File: config.mk
export PLATFORM = sky130hd
export DESIGN_NAME = frontend_top
export DESIGN_NICKNAME = d
export VERILOG_FILES = /design/src/hw/isa_pkg.sv /design/src/hw/bus_pkg.sv /design/src/hw/key_mux.sv /design/src/hw/idu_funct.sv /design/src/hw/idu_opcode.sv /design/src/hw/ifu_fetch.sv /design/src/hw/frontend_top.sv
export SDC_FILE = /design/constraint.sdc
export NUM_CORES = 1
export LEC_CHECK = 0
export BUFFER_PORTS_ARGS = -buffer_cell sky130_fd_sc_hd__buf_2
export CAP_MARGIN = 40
export CORE_MARGIN = 4
export CORE_UTILIZATION = 35
export DETAILED_ROUTE_END_ITERATION = 6
export HOLD_SLACK_MARGIN = 0.05
export SYNTH_ARGS = -nofsm -noshare
export SYNTH_HDL_FRONTEND = slang
export SYNTH_SLANG_ARGS = --single-unit
File: constraint.sdc
create_clock -name clk -period 9 [get_ports clk]
set_input_delay 0.9 -clock clk [delete_from_list [all_inputs] [get_ports clk]]
set_output_delay 0.9 -clock clk [all_outputs]
set_load 0.03 [all_outputs]
File: src/hw/isa_pkg.sv
package isa_pkg;

    localparam int INST_W     = 32;
    localparam int OPCODE_W   = 7;
    localparam int REG_ADDR_W = 5;
    localparam int SHAMT_W    = 5;
    localparam int IMM_W      = 32;
    localparam int FUNCT3_W   = 3;

    localparam int RD_LSB     = 7;
    localparam int FUNCT3_LSB = 12;
    localparam int RS1_LSB    = 15;
    localparam int RS2_LSB    = 20;
    localparam int ALT_BIT    = 30;

    typedef logic [INST_W-1:0]     inst_t;
    typedef logic [REG_ADDR_W-1:0] reg_addr_t;
    typedef logic [SHAMT_W-1:0]    shamt_t;
    typedef logic [IMM_W-1:0]      imm_t;
    typedef logic [OPCODE_W-1:0]   opcode_t;

    localparam opcode_t OP_AUIPC  = 7'b0010111;
    localparam opcode_t OP_JAL    = 7'b1101111;
    localparam opcode_t OP_JALR   = 7'b1100111;
    localparam opcode_t OP_BRANCH = 7'b1100011;
    localparam opcode_t OP_LOAD   = 7'b0000011;
    localparam opcode_t OP_STORE  = 7'b0100011;
    localparam opcode_t OP_IMM    = 7'b0010011;
    localparam opcode_t OP_REG    = 7'b0110011;
    localparam opcode_t OP_SYSTEM = 7'b1110011;

    // Table lengths of the opcode, format and funct decoders
    localparam int NR_OPCODE = 9;
    localparam int NR_FORMAT = 6;
    localparam int NR_BRANCH = 6;
    localparam int NR_LOAD   = 5;
    localparam int NR_STORE  = 3;
    localparam int NR_OP_IMM = 9;
    localparam int NR_OP_REG = 10;
    localparam int NR_SYSTEM = 2;

    typedef enum logic [5:0] {
        INST_INV, INST_AUIPC, INST_JAL, INST_JALR,
        INST_BEQ, INST_BNE, INST_BLT, INST_BGE, INST_BLTU, INST_BGEU,
        INST_LB, INST_LH, INST_LW, INST_LBU, INST_LHU,
        INST_SB, INST_SH, INST_SW,
        INST_ADDI, INST_SLTI, INST_SLTIU, INST_XORI, INST_ORI, INST_ANDI,
        INST_SLLI, INST_SRLI, INST_SRAI,
        INST_ADD, INST_SUB, INST_SLL, INST_SLT, INST_SLTU,
        INST_XOR, INST_OR, INST_AND, INST_SRL, INST_SRA,
        INST_ECALL, INST_EBREAK
    } inst_num_t;

    // N marks a word that has no valid format
    typedef enum logic [2:0] {R, I, S, B, U, J, N} inst_type_t;

endpackage

File: src/hw/bus_pkg.sv
package bus_pkg;

    localparam int WB_DATA_W = 32;
    localparam int WB_ADDR_W = 32;

    typedef logic [WB_DATA_W-1:0] word_t;
    typedef logic [WB_ADDR_W-1:0] addr_t;

    // Fetch starts here after reset
    localparam addr_t RESET_PC = 32'h0000_0000;

    // Byte distance between consecutive instruction words
    localparam addr_t PC_STEP = 32'd4;

endpackage

File: src/hw/key_mux.sv
`timescale 1ns/1ps

module key_mux #(
    parameter type data_t  = logic,
    parameter int  NR_KEY  = 2,
    parameter int  KEY_LEN = 1
) (
    input  logic [KEY_LEN-1:0] key,
    input  data_t              default_out,
    input  logic [KEY_LEN-1:0] key_table [NR_KEY],
    input  data_t              data_table [NR_KEY],
    output data_t              out
);

    logic [NR_KEY-1:0] hits;

    always_comb begin
        out  = default_out;
        hits = '0;
        for (int i = 0; i < NR_KEY; i++) begin
            if (key == key_table[i]) begin
                hits[i] = 1'b1;
                out     = data_table[i];
            end
        end
    end

    // A key table with duplicate entries would make the output order dependent
    always_comb begin
        assert ($onehot0(hits))
            else $error("key_mux: %0d entries match key %h", $countones(hits), key);
    end

endmodule

File: src/hw/idu_funct.sv
`timescale 1ns/1ps

module idu_funct (
    input  isa_pkg::inst_t     inst,
    output isa_pkg::inst_num_t beq_num,
    output isa_pkg::inst_num_t lb_num,
    output isa_pkg::inst_num_t sb_num,
    output isa_pkg::inst_num_t addi_num,
    output isa_pkg::inst_num_t add_num,
    output isa_pkg::inst_num_t ebreak_num
);

    logic [isa_pkg::FUNCT3_W-1:0]    funct3;
    logic [isa_pkg::FUNCT3_W:0]      imm_key;
    logic [isa_pkg::FUNCT3_W:0]      reg_key;
    logic [11+isa_pkg::FUNCT3_W:0]   sys_key;

    logic [isa_pkg::FUNCT3_W-1:0]    br_keys  [isa_pkg::NR_BRANCH];
    isa_pkg::inst_num_t              br_nums  [isa_pkg::NR_BRANCH];
    logic [isa_pkg::FUNCT3_W-1:0]    ld_keys  [isa_pkg::NR_LOAD];
    isa_pkg::inst_num_t              ld_nums  [isa_pkg::NR_LOAD];
    logic [isa_pkg::FUNCT3_W-1:0]    st_keys  [isa_pkg::NR_STORE];
    isa_pkg::inst_num_t              st_nums  [isa_pkg::NR_STORE];
    logic [isa_pkg::FUNCT3_W:0]      imm_keys [isa_pkg::NR_OP_IMM];
    isa_pkg::inst_num_t              imm_nums [isa_pkg::NR_OP_IMM];
    logic [isa_pkg::FUNCT3_W:0]      reg_keys [isa_pkg::NR_OP_REG];
    isa_pkg::inst_num_t              reg_nums [isa_pkg::NR_OP_REG];
    logic [11+isa_pkg::FUNCT3_W:0]   sys_keys [isa_pkg::NR_SYSTEM];
    isa_pkg::inst_num_t              sys_nums [isa_pkg::NR_SYSTEM];

    assign funct3  = inst[isa_pkg::FUNCT3_LSB +: isa_pkg::FUNCT3_W];
    // Bit 30 belongs to the immediate except for shifts, where it selects srai
    assign imm_key = {inst[isa_pkg::ALT_BIT] & (funct3[1:0] == 2'b01), funct3};
    assign reg_key = {inst[isa_pkg::ALT_BIT], funct3};
    // CSR accesses share the opcode but never have funct3 zero
    assign sys_key = {inst[31:20], funct3};

    assign br_keys = '{3'b000, 3'b001, 3'b100, 3'b101, 3'b110, 3'b111};
    assign br_nums = '{isa_pkg::INST_BEQ, isa_pkg::INST_BNE, isa_pkg::INST_BLT,
                       isa_pkg::INST_BGE, isa_pkg::INST_BLTU, isa_pkg::INST_BGEU};

    assign ld_keys = '{3'b000, 3'b001, 3'b010, 3'b100, 3'b101};
    assign ld_nums = '{isa_pkg::INST_LB, isa_pkg::INST_LH, isa_pkg::INST_LW,
                       isa_pkg::INST_LBU, isa_pkg::INST_LHU};

    assign st_keys = '{3'b000, 3'b001, 3'b010};
    assign st_nums = '{isa_pkg::INST_SB, isa_pkg::INST_SH, isa_pkg::INST_SW};

    assign imm_keys = '{4'b0000, 4'b0010, 4'b0011, 4'b0100, 4'b0110,
                        4'b0111, 4'b0001, 4'b0101, 4'b1101};
    assign imm_nums = '{isa_pkg::INST_ADDI, isa_pkg::INST_SLTI, isa_pkg::INST_SLTIU,
                        isa_pkg::INST_XORI, isa_pkg::INST_ORI, isa_pkg::INST_ANDI,
                        isa_pkg::INST_SLLI, isa_pkg::INST_SRLI, isa_pkg::INST_SRAI};

    assign reg_keys = '{4'b0000, 4'b1000, 4'b0001, 4'b0010, 4'b0011,
                        4'b0100, 4'b0110, 4'b0111, 4'b0101, 4'b1101};
    assign reg_nums = '{isa_pkg::INST_ADD, isa_pkg::INST_SUB, isa_pkg::INST_SLL,
                        isa_pkg::INST_SLT, isa_pkg::INST_SLTU, isa_pkg::INST_XOR,
                        isa_pkg::INST_OR, isa_pkg::INST_AND, isa_pkg::INST_SRL,
                        isa_pkg::INST_SRA};

    assign sys_keys = '{{12'h000, 3'b000}, {12'h001, 3'b000}};
    assign sys_nums = '{isa_pkg::INST_ECALL, isa_pkg::INST_EBREAK};

    key_mux #(.data_t(isa_pkg::inst_num_t), .NR_KEY(isa_pkg::NR_BRANCH),
              .KEY_LEN(isa_pkg::FUNCT3_W)) u_branch (
        .key(funct3), .default_out(isa_pkg::INST_INV),
        .key_table(br_keys), .data_table(br_nums), .out(beq_num)
    );

    key_mux #(.data_t(isa_pkg::inst_num_t), .NR_KEY(isa_pkg::NR_LOAD),
              .KEY_LEN(isa_pkg::FUNCT3_W)) u_load (
        .key(funct3), .default_out(isa_pkg::INST_INV),
        .key_table(ld_keys), .data_table(ld_nums), .out(lb_num)
    );

    key_mux #(.data_t(isa_pkg::inst_num_t), .NR_KEY(isa_pkg::NR_STORE),
              .KEY_LEN(isa_pkg::FUNCT3_W)) u_store (
        .key(funct3), .default_out(isa_pkg::INST_INV),
        .key_table(st_keys), .data_table(st_nums), .out(sb_num)
    );

    key_mux #(.data_t(isa_pkg::inst_num_t), .NR_KEY(isa_pkg::NR_OP_IMM),
              .KEY_LEN(isa_pkg::FUNCT3_W + 1)) u_op_imm (
        .key(imm_key), .default_out(isa_pkg::INST_INV),
        .key_table(imm_keys), .data_table(imm_nums), .out(addi_num)
    );

    key_mux #(.data_t(isa_pkg::inst_num_t), .NR_KEY(isa_pkg::NR_OP_REG),
              .KEY_LEN(isa_pkg::FUNCT3_W + 1)) u_op_reg (
        .key(reg_key), .default_out(isa_pkg::INST_INV),
        .key_table(reg_keys), .data_table(reg_nums), .out(add_num)
    );

    key_mux #(.data_t(isa_pkg::inst_num_t), .NR_KEY(isa_pkg::NR_SYSTEM),
              .KEY_LEN(12 + isa_pkg::FUNCT3_W)) u_system (
        .key(sys_key), .default_out(isa_pkg::INST_INV),
        .key_table(sys_keys), .data_table(sys_nums), .out(ebreak_num)
    );

endmodule

File: src/hw/idu_opcode.sv
`timescale 1ns/1ps

module idu_opcode (
    input  logic                clk,
    input  logic                reset,
    input  isa_pkg::inst_t      inst,
    input  isa_pkg::inst_num_t  beq_num,
    input  isa_pkg::inst_num_t  lb_num,
    input  isa_pkg::inst_num_t  sb_num,
    input  isa_pkg::inst_num_t  addi_num,
    input  isa_pkg::inst_num_t  add_num,
    input  isa_pkg::inst_num_t  ebreak_num,
    output isa_pkg::inst_num_t  inst_num,
    output isa_pkg::inst_type_t inst_type,
    output isa_pkg::reg_addr_t  rd,
    output isa_pkg::reg_addr_t  rs1,
    output isa_pkg::reg_addr_t  rs2,
    output isa_pkg::imm_t       imm,
    output isa_pkg::shamt_t     shamt
);

    isa_pkg::opcode_t    opcode;
    isa_pkg::opcode_t    op_keys  [isa_pkg::NR_OPCODE];
    isa_pkg::inst_num_t  op_nums  [isa_pkg::NR_OPCODE];
    isa_pkg::inst_type_t op_types [isa_pkg::NR_OPCODE];
    isa_pkg::inst_type_t raw_type;
    logic [2:0]          fmt_keys [isa_pkg::NR_FORMAT];
    isa_pkg::imm_t       fmt_imms [isa_pkg::NR_FORMAT];

    assign opcode = inst[isa_pkg::OPCODE_W-1:0];

    assign op_keys  = '{isa_pkg::OP_AUIPC, isa_pkg::OP_JAL, isa_pkg::OP_JALR,
                        isa_pkg::OP_BRANCH, isa_pkg::OP_LOAD, isa_pkg::OP_STORE,
                        isa_pkg::OP_IMM, isa_pkg::OP_REG, isa_pkg::OP_SYSTEM};
    assign op_nums  = '{isa_pkg::INST_AUIPC, isa_pkg::INST_JAL, isa_pkg::INST_JALR,
                        beq_num, lb_num, sb_num, addi_num, add_num, ebreak_num};
    assign op_types = '{isa_pkg::U, isa_pkg::J, isa_pkg::I, isa_pkg::B, isa_pkg::I,
                        isa_pkg::S, isa_pkg::I, isa_pkg::R, isa_pkg::I};

    key_mux #(.data_t(isa_pkg::inst_num_t), .NR_KEY(isa_pkg::NR_OPCODE),
              .KEY_LEN(isa_pkg::OPCODE_W)) u_num (
        .key(opcode), .default_out(isa_pkg::INST_INV),
        .key_table(op_keys), .data_table(op_nums), .out(inst_num)
    );

    key_mux #(.data_t(isa_pkg::inst_type_t), .NR_KEY(isa_pkg::NR_OPCODE),
              .KEY_LEN(isa_pkg::OPCODE_W)) u_type (
        .key(opcode), .default_out(isa_pkg::N),
        .key_table(op_keys), .data_table(op_types), .out(raw_type)
    );

    // A known opcode with an undefined funct field still has no format
    assign inst_type = (inst_num == isa_pkg::INST_INV) ? isa_pkg::N : raw_type;

    assign rd    = inst[isa_pkg::RD_LSB +: isa_pkg::REG_ADDR_W];
    assign rs1   = inst[isa_pkg::RS1_LSB +: isa_pkg::REG_ADDR_W];
    assign rs2   = inst[isa_pkg::RS2_LSB +: isa_pkg::REG_ADDR_W];
    assign shamt = inst[isa_pkg::RS2_LSB +: isa_pkg::SHAMT_W];

    assign fmt_keys = '{isa_pkg::R, isa_pkg::I, isa_pkg::S,
                        isa_pkg::B, isa_pkg::U, isa_pkg::J};
    assign fmt_imms = '{
        '0,
        {{20{inst[31]}}, inst[31:20]},
        {{20{inst[31]}}, inst[31:25], inst[11:7]},
        {{19{inst[31]}}, inst[31], inst[7], inst[30:25], inst[11:8], 1'b0},
        {inst[31:12], 12'b0},
        {{11{inst[31]}}, inst[31], inst[19:12], inst[20], inst[30:21], 1'b0}
    };

    key_mux #(.data_t(isa_pkg::imm_t), .NR_KEY(isa_pkg::NR_FORMAT),
              .KEY_LEN(3)) u_imm (
        .key(inst_type), .default_out('0),
        .key_table(fmt_keys), .data_table(fmt_imms), .out(imm)
    );

    // Branch and jump targets are always halfword aligned
    assert property (@(posedge clk) disable iff (reset)
        (inst_type inside {isa_pkg::B, isa_pkg::J}) |-> !imm[0]);

    assert property (@(posedge clk) disable iff (reset)
        (inst_type == isa_pkg::N) == (inst_num == isa_pkg::INST_INV));

endmodule

File: src/hw/ifu_fetch.sv
`timescale 1ns/1ps

module ifu_fetch (
    input  logic               clk,
    input  logic               reset,
    output logic               wb_cyc,
    output logic               wb_stb,
    output bus_pkg::addr_t     wb_adr,
    input  bus_pkg::word_t     wb_dat,
    input  logic               wb_ack,
    output isa_pkg::inst_t     inst,
    output bus_pkg::addr_t     pc,
    output logic               dec_valid,
    input  logic               dec_ready,
    input  isa_pkg::inst_num_t inst_num,
    output logic               halted
);

    logic           cyc_q;
    logic           valid_q;
    logic           halted_q;
    bus_pkg::addr_t pc_q;
    isa_pkg::inst_t inst_q;
    bus_pkg::addr_t inst_pc_q;

    logic ack;
    logic take;
    logic ebreak_out;
    logic start;

    assign ack        = cyc_q && wb_ack;
    assign take       = valid_q && dec_ready;
    assign ebreak_out = take && (inst_num == isa_pkg::INST_EBREAK);

    // A read starts once the buffer is empty or drains in this cycle
    assign start = !cyc_q && !halted_q && !ebreak_out && (!valid_q || take);

    always_ff @(posedge clk) begin
        if (reset) begin
            cyc_q    <= 1'b0;
            valid_q  <= 1'b0;
            halted_q <= 1'b0;
            pc_q     <= bus_pkg::RESET_PC;
        end else begin
            if (start) begin
                cyc_q <= 1'b1;
            end else if (ack) begin
                cyc_q <= 1'b0;
            end

            if (ack) begin
                valid_q <= 1'b1;
                pc_q    <= pc_q + bus_pkg::PC_STEP;
            end else if (take) begin
                valid_q <= 1'b0;
            end

            if (ebreak_out) begin
                halted_q <= 1'b1;
            end
        end
    end

    // The buffered word keeps the address it was fetched from
    always_ff @(posedge clk) begin
        if (ack) begin
            inst_q    <= wb_dat;
            inst_pc_q <= pc_q;
        end
    end

    assign wb_cyc    = cyc_q;
    assign wb_stb    = cyc_q;
    assign wb_adr    = pc_q;
    assign inst      = inst_q;
    assign pc        = inst_pc_q;
    assign dec_valid = valid_q;
    assign halted    = halted_q;

    assert property (@(posedge clk) disable iff (reset) wb_stb |-> wb_cyc);

    assert property (@(posedge clk) disable iff (reset)
        (wb_stb && !wb_ack) |=> (wb_stb && $stable(wb_adr)));

    assert property (@(posedge clk) disable iff (reset)
        (dec_valid && !dec_ready) |=> (dec_valid && $stable(inst) && $stable(pc)));

endmodule

File: src/hw/frontend_top.sv
`timescale 1ns/1ps

module frontend_top (
    input  logic                clk,
    input  logic                reset,
    output logic                wb_cyc,
    output logic                wb_stb,
    output bus_pkg::addr_t      wb_adr,
    input  bus_pkg::word_t      wb_dat,
    input  logic                wb_ack,
    output logic                dec_valid,
    input  logic                dec_ready,
    output bus_pkg::addr_t      pc,
    output isa_pkg::inst_num_t  inst_num,
    output isa_pkg::inst_type_t inst_type,
    output isa_pkg::reg_addr_t  rd,
    output isa_pkg::reg_addr_t  rs1,
    output isa_pkg::reg_addr_t  rs2,
    output isa_pkg::imm_t       imm,
    output isa_pkg::shamt_t     shamt,
    output logic                halted
);

    isa_pkg::inst_t     inst;
    isa_pkg::inst_num_t beq_num;
    isa_pkg::inst_num_t lb_num;
    isa_pkg::inst_num_t sb_num;
    isa_pkg::inst_num_t addi_num;
    isa_pkg::inst_num_t add_num;
    isa_pkg::inst_num_t ebreak_num;

    ifu_fetch u_fetch (
        .clk(clk), .reset(reset),
        .wb_cyc(wb_cyc), .wb_stb(wb_stb), .wb_adr(wb_adr),
        .wb_dat(wb_dat), .wb_ack(wb_ack),
        .inst(inst), .pc(pc), .dec_valid(dec_valid), .dec_ready(dec_ready),
        .inst_num(inst_num), .halted(halted)
    );

    idu_funct u_funct (
        .inst(inst),
        .beq_num(beq_num), .lb_num(lb_num), .sb_num(sb_num),
        .addi_num(addi_num), .add_num(add_num), .ebreak_num(ebreak_num)
    );

    idu_opcode u_opcode (
        .clk(clk), .reset(reset), .inst(inst),
        .beq_num(beq_num), .lb_num(lb_num), .sb_num(sb_num),
        .addi_num(addi_num), .add_num(add_num), .ebreak_num(ebreak_num),
        .inst_num(inst_num), .inst_type(inst_type),
        .rd(rd), .rs1(rs1), .rs2(rs2), .imm(imm), .shamt(shamt)
    );

endmodule

* Yosys cells after proc, flatten, opt, wreduce, memory -nomap -nowiden
Index checks and enable logic that the tools add are counted.
W data, S select, Z words.
** Operators by class
- Add/subtract/negate cells :: 1
- Bitwise logic cells :: 1
- Muxes and demuxes :: 63
- Equality and inequality tests :: 40
- Reductions and logical operators :: 18
** Operator list (count)
- $mux W6 :: 38
- $mux W32 :: 5
- $add A32 B3 Y32 const B :: 1
- $eq A4 B3 Y1 const B :: 8
- $mux W3 :: 10
- $eq A7 B7 Y1 const B :: 4
- $eq A3 B3 Y1 const B :: 6
- $eq A4 B2 Y1 const B :: 4
- $eq A15 B4 Y1 const B :: 1
- $logic_not A15 Y1 :: 1
- $eq A7 B5 Y1 const B :: 2
- $eq A7 B6 Y1 const B :: 2
- $eq A4 B4 Y1 const B :: 3
- $mux W5 :: 2
- $eq A3 B2 Y1 const B :: 3
- $eq A4 B1 Y1 const B :: 2
- $logic_not A4 Y1 :: 2
- $mux W4 :: 2
- $eq A7 B2 Y1 const B :: 1
- $eq A3 B1 Y1 const B :: 2
- $eq A6 B6 Y1 const B :: 1
- $logic_and A1 B1 Y1 :: 6
- $logic_not A6 Y1 :: 1
- $mux W1 :: 5
- other kinds (7) :: 11
** Word-level totals
- Register bits after elaboration :: 99

* Logic depth before layout (Yosys ltp)
- Depth in word-level cells :: 23
- Mapped depth :: 10
- Depth with buffers taken out :: 8

* Hierarchy
A second synthesis with hierarchy kept.
** Unflattened totals
- Cells, all modules :: 1523
- Area, all modules :: 13213.9 um^2
** By module, submodules not included
- ifu_fetch :: seq. area each 2522.4 um^2, times used 1, area each 3485.8 um^2, cells an instance 248
- key_mux (u_opcode.u_imm) :: seq. area each 0.0 um^2, times used 1, area each 2627.5 um^2, cells an instance 377
- key_mux (u_opcode.u_num) :: seq. area each 0.0 um^2, times used 1, area each 1333.8 um^2, cells an instance 168
- key_mux (u_funct.u_op_imm) :: seq. area each 0.0 um^2, times used 1, area each 1188.6 um^2, cells an instance 138
- key_mux (u_opcode.u_type) :: seq. area each 0.0 um^2, times used 1, area each 1122.3 um^2, cells an instance 145
- key_mux (u_funct.u_op_reg) :: seq. area each 0.0 um^2, times used 1, area each 1084.8 um^2, cells an instance 144
- key_mux (u_funct.u_branch) :: seq. area each 0.0 um^2, times used 1, area each 690.7 um^2, cells an instance 90
- key_mux (u_funct.u_load) :: seq. area each 0.0 um^2, times used 1, area each 683.2 um^2, cells an instance 77
- key_mux (u_funct.u_system) :: seq. area each 0.0 um^2, times used 1, area each 454.2 um^2, cells an instance 59
- key_mux (u_funct.u_store) :: seq. area each 0.0 um^2, times used 1, area each 329.1 um^2, cells an instance 47
- idu_opcode :: seq. area each 0.0 um^2, times used 1, area each 197.7 um^2, cells an instance 27
- idu_funct :: seq. area each 0.0 um^2, times used 1, area each 16.3 um^2, cells an instance 3

* Least setup slack after synthesis
No wires, ideal clock.
- Path type :: flip-flop to output port
- From :: register u_fetch.inst_q[2], in the netlist u_fetch.inst[2]
- To :: output imm[11]
- Data arrival time :: 3.340 ns
- Stages on the path, launching flop included :: 9
- Data required time :: 8.100 ns
- Slack :: 4.760 ns
- Cells stage by stage :: edfxtp_1 > buf_2 > nand4bb_1 > buf_4 > nor3_1 > nand2_1 > o311ai_0 > nor2_1 > o21ai_1
** Between the ends
- Word-level cells in the longest chain between the ends :: 18
- Elaborated cells between the ends (all ways) :: 39
- Classes of those cells :: eq/ne: 14; mux: 24; reduce/logical: 1
** Ends and longest elaborated chain
- from (decl) :: RTL line ifu_fetch.sv:23 : isa_pkg::inst_t inst_q;
- from (signal assigned) :: RTL line ifu_fetch.sv:67 : inst_q <= wb_dat;
- $eq A7 B5 Y1 :: RTL line key_mux.sv:21 : if (key == key_table[i]) begin
- $mux W1 :: RTL line key_mux.sv:21
- $mux W6 (7 in a row) :: RTL line key_mux.sv:21
- $mux W6 (*) :: RTL line key_mux.sv:21
- net inst_num[0] :: RTL line frontend_top.sv:14 : output isa_pkg::inst_num_t inst_num,
- $logic_not A6 Y1 (*) :: RTL line idu_opcode.sv:53 : assign inst_type = (inst_num == isa_pkg::INST_INV) ? isa_pkg::N : raw_type;
- $mux W3 (*) :: RTL line idu_opcode.sv:53
- $eq A3 B1 Y1 :: RTL line key_mux.sv:21
- $mux W32 (4 in a row) :: RTL line key_mux.sv:21
- $mux W32 (*) :: RTL line key_mux.sv:21
- to (decl) :: RTL line frontend_top.sv:19 : output isa_pkg::imm_t imm,
Mark *: on every way through the listed nets, which the timed path passes. The rest lies on a longest branch.

* Worst setup path in the final report
- From :: register u_fetch.inst_q[4], in the netlist u_fetch.inst[4]
- To :: output imm[11]
** Between the ends
- Word-level cells in the longest chain between the ends :: 18
- Elaborated cells between the ends (all ways) :: 39
- Classes of those cells :: eq/ne: 14; mux: 24; reduce/logical: 1
** Ends and longest elaborated chain (RTL line)
- $eq A7 B5 Y1 :: key_mux.sv:21
- $mux W1 :: key_mux.sv:21
- $mux W6 (8 in a row) :: key_mux.sv:21
- $logic_not A6 Y1 :: idu_opcode.sv:53
- $mux W3 (*) :: idu_opcode.sv:53
- $eq A3 B1 Y1 :: key_mux.sv:21
- $mux W32 (4 in a row) :: key_mux.sv:21
- $mux W32 (*) :: key_mux.sv:21
Mark *: on every way between the ends. The rest lies on a longest branch, timed or not.

==> summary.md <==
| Metric | Value |
|---|---|
| GR Util met3 | `4.75%` |
| Initial core utilization | `36.1%` |
| Hold buffers post-CTS | `0` |
| Nature of the critical path endpoint | `output pin` |
| Setup TNS Final | `0 ns` |
| Top_reg_cell synth | `edfxtp_1` |
| Post-synth EDFFs | `62` |
| Root buf cell | `clkbuf_16` |
| GR Util met1 | `20.2%` |
| Yosys top cell by area | `edfxtp_1` |
| #FFs+latches synth | `95` |
| Final hold vios | `0` |
| Worst Hold Class | `reg2reg` |
| Leakage | `2.51 nW` |
| Total Nets Final | `613` |
| Share of cells above drive strength 1 | `between 30% and 40%` |
| # IOs | `165` |
| Pre-Repair DR Iteration Count | `5` |
| Place WS | `approximately 4.9 ns` |
| Switch Pwr | `259 uW` |
| Post-Syn Area per Cell | `10.2 um2` |
| Final slew viol count | `0` |
| Syn Inst Count | `451` |
| Met2 Use GR | `25.7%` |
| P&R area growth vs syn | `22.0%` |
| Die area | `15100 um2` |
| Die X | `between 100 and 150 um` |
| Area contributors post-synth | `edfxtp_1 (40%), dfxtp_1 (14%), buf_4 (4.2%)` |
| Post-Syn Area | `about 4600 um2` |
| GRT Util Overall | `between 10% and 20%` |
| CP startpoint kind | `flip-flop` |
| Critical path class | `reg2out` |
| RePlAce Congestion | `0.902` |
| Clock power share | `a little under two fifths` |
| Largest net degree at the start of global routing | `between 60 and 70` |
| Via count of the first global-routing pass | `approximately 3.6k` |
| Commonest non-fill, non-tap cells in the layout | `buf_2 (161), edfxtp_1 (62), nand2_1 (51), nor2_1 (46), dfxtp_1 (33)` |
| RSZ-0062 raised after global routing | `no` |
| Asr flop ratio synth | `0%` |
| Top Usage Layer GRT | `met2` |
| Rows | `slightly above 40` |
| Die Ht | `123 um` |
| Total CTS buffers | `9` |
| Top cell type's share of synthesized area | `40.4%` |
| Setup Fix Bufs, Post-CTS | `0` |
| Fin worst setup slack | `4.54 ns` |
| Combinational Power Share | `10.3%` |
| Skew final | `between 0.006 and 0.007 ns` |
| Core ar. | `12800 um2` |
| # H-tree levels | `3` |
| Req. time, crit path | `8.10 ns` |
| Routed Antenna Nets | `0` |
| Post-Route Utilization | `44.0%` |
| VDD IR max | `0.0780 mV` |
| Clk sinks | `95` |
| PwrDens | `roughly 170 nW/um2` |
| Vias | `between 3k and 4k` |
| Setup Viol. Count Final | `0` |
| Status | `complete, no violations` |
| Placed insts | `737` |
| First-pass GRT wire length | `18600 um` |
| Worst skew pair latency | `0.34 ns` |
| Drt initial violations | `221` |
| I/O Buffers | `160` |
| Relative slew slack | `41.7%` |
| Minimum clock period | `4.46 ns` |
| Via density | `5.03` |
| # diodes | `0` |
| MaxCap Viol Count | `0` |
| Worst-path clk slew | `about 0.060 ns` |
| Worst-path fanout max | `24` |
| Worst Path Arrival | `3.56 ns` |
| Fmax achieved | `224 MHz` |
| Yosys warns | `0` |
| Drt total wl | `between 10000 and 15000 um` |
| Sw frac | `a little over a quarter` |
| Worst-margin pin slew | `0.868 ns` |
| Cts repair resizes | `0` |
| CTS tree | `yes` |
| Part of the Yosys area used for sequential elements | `54.8%` |
| Internal | `705 uW` |
| Non-Filler Instances | `753` |
| Clock buffer depth | `2` |
| Drt drc | `0` |
| Final period util | `49.6%` |
| Yosys cell types | `59` |
| Most common cell after layout, fill and taps aside | `buf_2` |
| HPWL Detailed | `8970 um` |
| Grt ovf | `0` |
| Power share of the sequential group | `a little over half` |
| Filler cells | `1240` |
| Initial antenna violation count | `2` |
| Per-cell routed wire length | `about 16 um` |
-- synthesized netlist by cell type, types with 2 or more instances --
library cell / count
nor4_1: 6
a21oi_1: 27
nand3_1: 15
nor3_1: 9
o21ai_1: 2
clkbuf_1: 13
o21bai_1: 2
and3b_1: 2
o21ai_0: 13
inv_1: 9
and4_1: 5
edfxtp_1: 62
nand2_1: 51
nor2_1: 46
o32ai_1: 2
buf_2: 12
or2_2: 3
or3_1: 7
a22oi_1: 5
buf_4: 26
dfxtp_1: 33
nand4_1: 12
xor2_1: 20
a32oi_1: 2
and3_1: 5
nor3b_1: 2
and2_1: 5
a211oi_1: 2
o211a_1: 10
nand2b_1: 7
xnor2_1: 8
-- layer usage --
metal | vias up | share of wire (%)
li1 | 1842 | -
met1 | 1796 | 42
met2 | 130 | 50
met3 | 14 | 7.2
met4 | 4 | 1.3
met5 | - | 0.28
-- area by class of cell --
cell class | count | area, um2 | share of cell area [%]
flip-flops and latches | 95 | 2520 | 44.9
multi-input cells | 298 | 1750 | 31.1
repair buffers | 163 | 821 | 14.6
clock buffers | 9 | 225 | 4.01
well taps | 172 | 215 | 3.83
clock inverters | 7 | 56.3 | 1.00
inverters | 9 | 33.8 | 0.601
-- state kept, by name, indices dropped and copies added (netlist names) --
name and count:
u_fetch.inst 32, u_fetch.pc 30, u_fetch.wb_adr 30, u_fetch.dec_valid 1
u_fetch.halted 1, u_fetch.wb_cyc 1
-- power groups by stage --
stage | clock (mW) | combinational [mW] | sequential (mW)
after CTS | 0.371 | 0.101 | 0.505
final | 0.359 | 0.0996 | 0.505
after detailed placement | 0 | 0.100 | 0.514
after floorplan | 0 | 0.0629 | 0.525
after global placement | 0 | 0.100 | 0.513
after global routing | 0.388 | 0.106 | 0.508
-- stage by stage --
| step | cell area [um2] | hold WS [ns] | power [mW] |
|---|---|---|---|
| floorplan | 4620 | 0.581 | 0.588 |
| global placement | 5330 | 0.454 | 0.613 |
| detailed placement | 5340 | 0.465 | 0.615 |
| CTS | 5620 | 0.476 | 0.976 |
| global route | 5620 | 0.499 | 1.00 |
| finish | 5620 | 0.472 | 0.963 |
-- final timing paths --
path                                                   from                           to  slack, ns  cells after the start
worst max-delay path              u_fetch.inst[4]$_DFFE_PP_                      imm[11]       4.54                      8
worst min-delay path            u_fetch.halted$_SDFFE_PP0N_  u_fetch.halted$_SDFFE_PP0N_       0.47                      2
worst max register to register    u_fetch.inst[4]$_DFFE_PP_  u_fetch.wb_cyc$_SDFFE_PP0P_       6.60                      4
worst min register to register  u_fetch.halted$_SDFFE_PP0N_  u_fetch.halted$_SDFFE_PP0N_       0.47                      2
-- logic make-up (layout without fill, tap and decap cells) --
logic type / Yosys count / count (layout) / share of synthesized area [%]
simple gates: 183 / 183 / 19.9
fa+ha+maj: 2 / 2 / 0.489
buf+inv: 61 / 188 / 7.58
flops: 95 / 95 / 54.8
xor+xnor: 28 / 28 / 5.32
other cells: 1 / 4 / 0.0814
mux: 1 / 1 / 0.217
compound gates: 80 / 80 / 11.7
-- worst max-delay path, stage by stage (launching register included) --
cell,delay [ns]
edfxtp_1,0.83
and3b_1,0.33
a32oi_1,0.17
o31ai_1,0.09
a221o_1,0.33
or4b_4,0.55
nor2_1,0.56
o21ai_1,0.15
buf_2,0.20
Note: power is estimated with default switching activity, not from simulation.
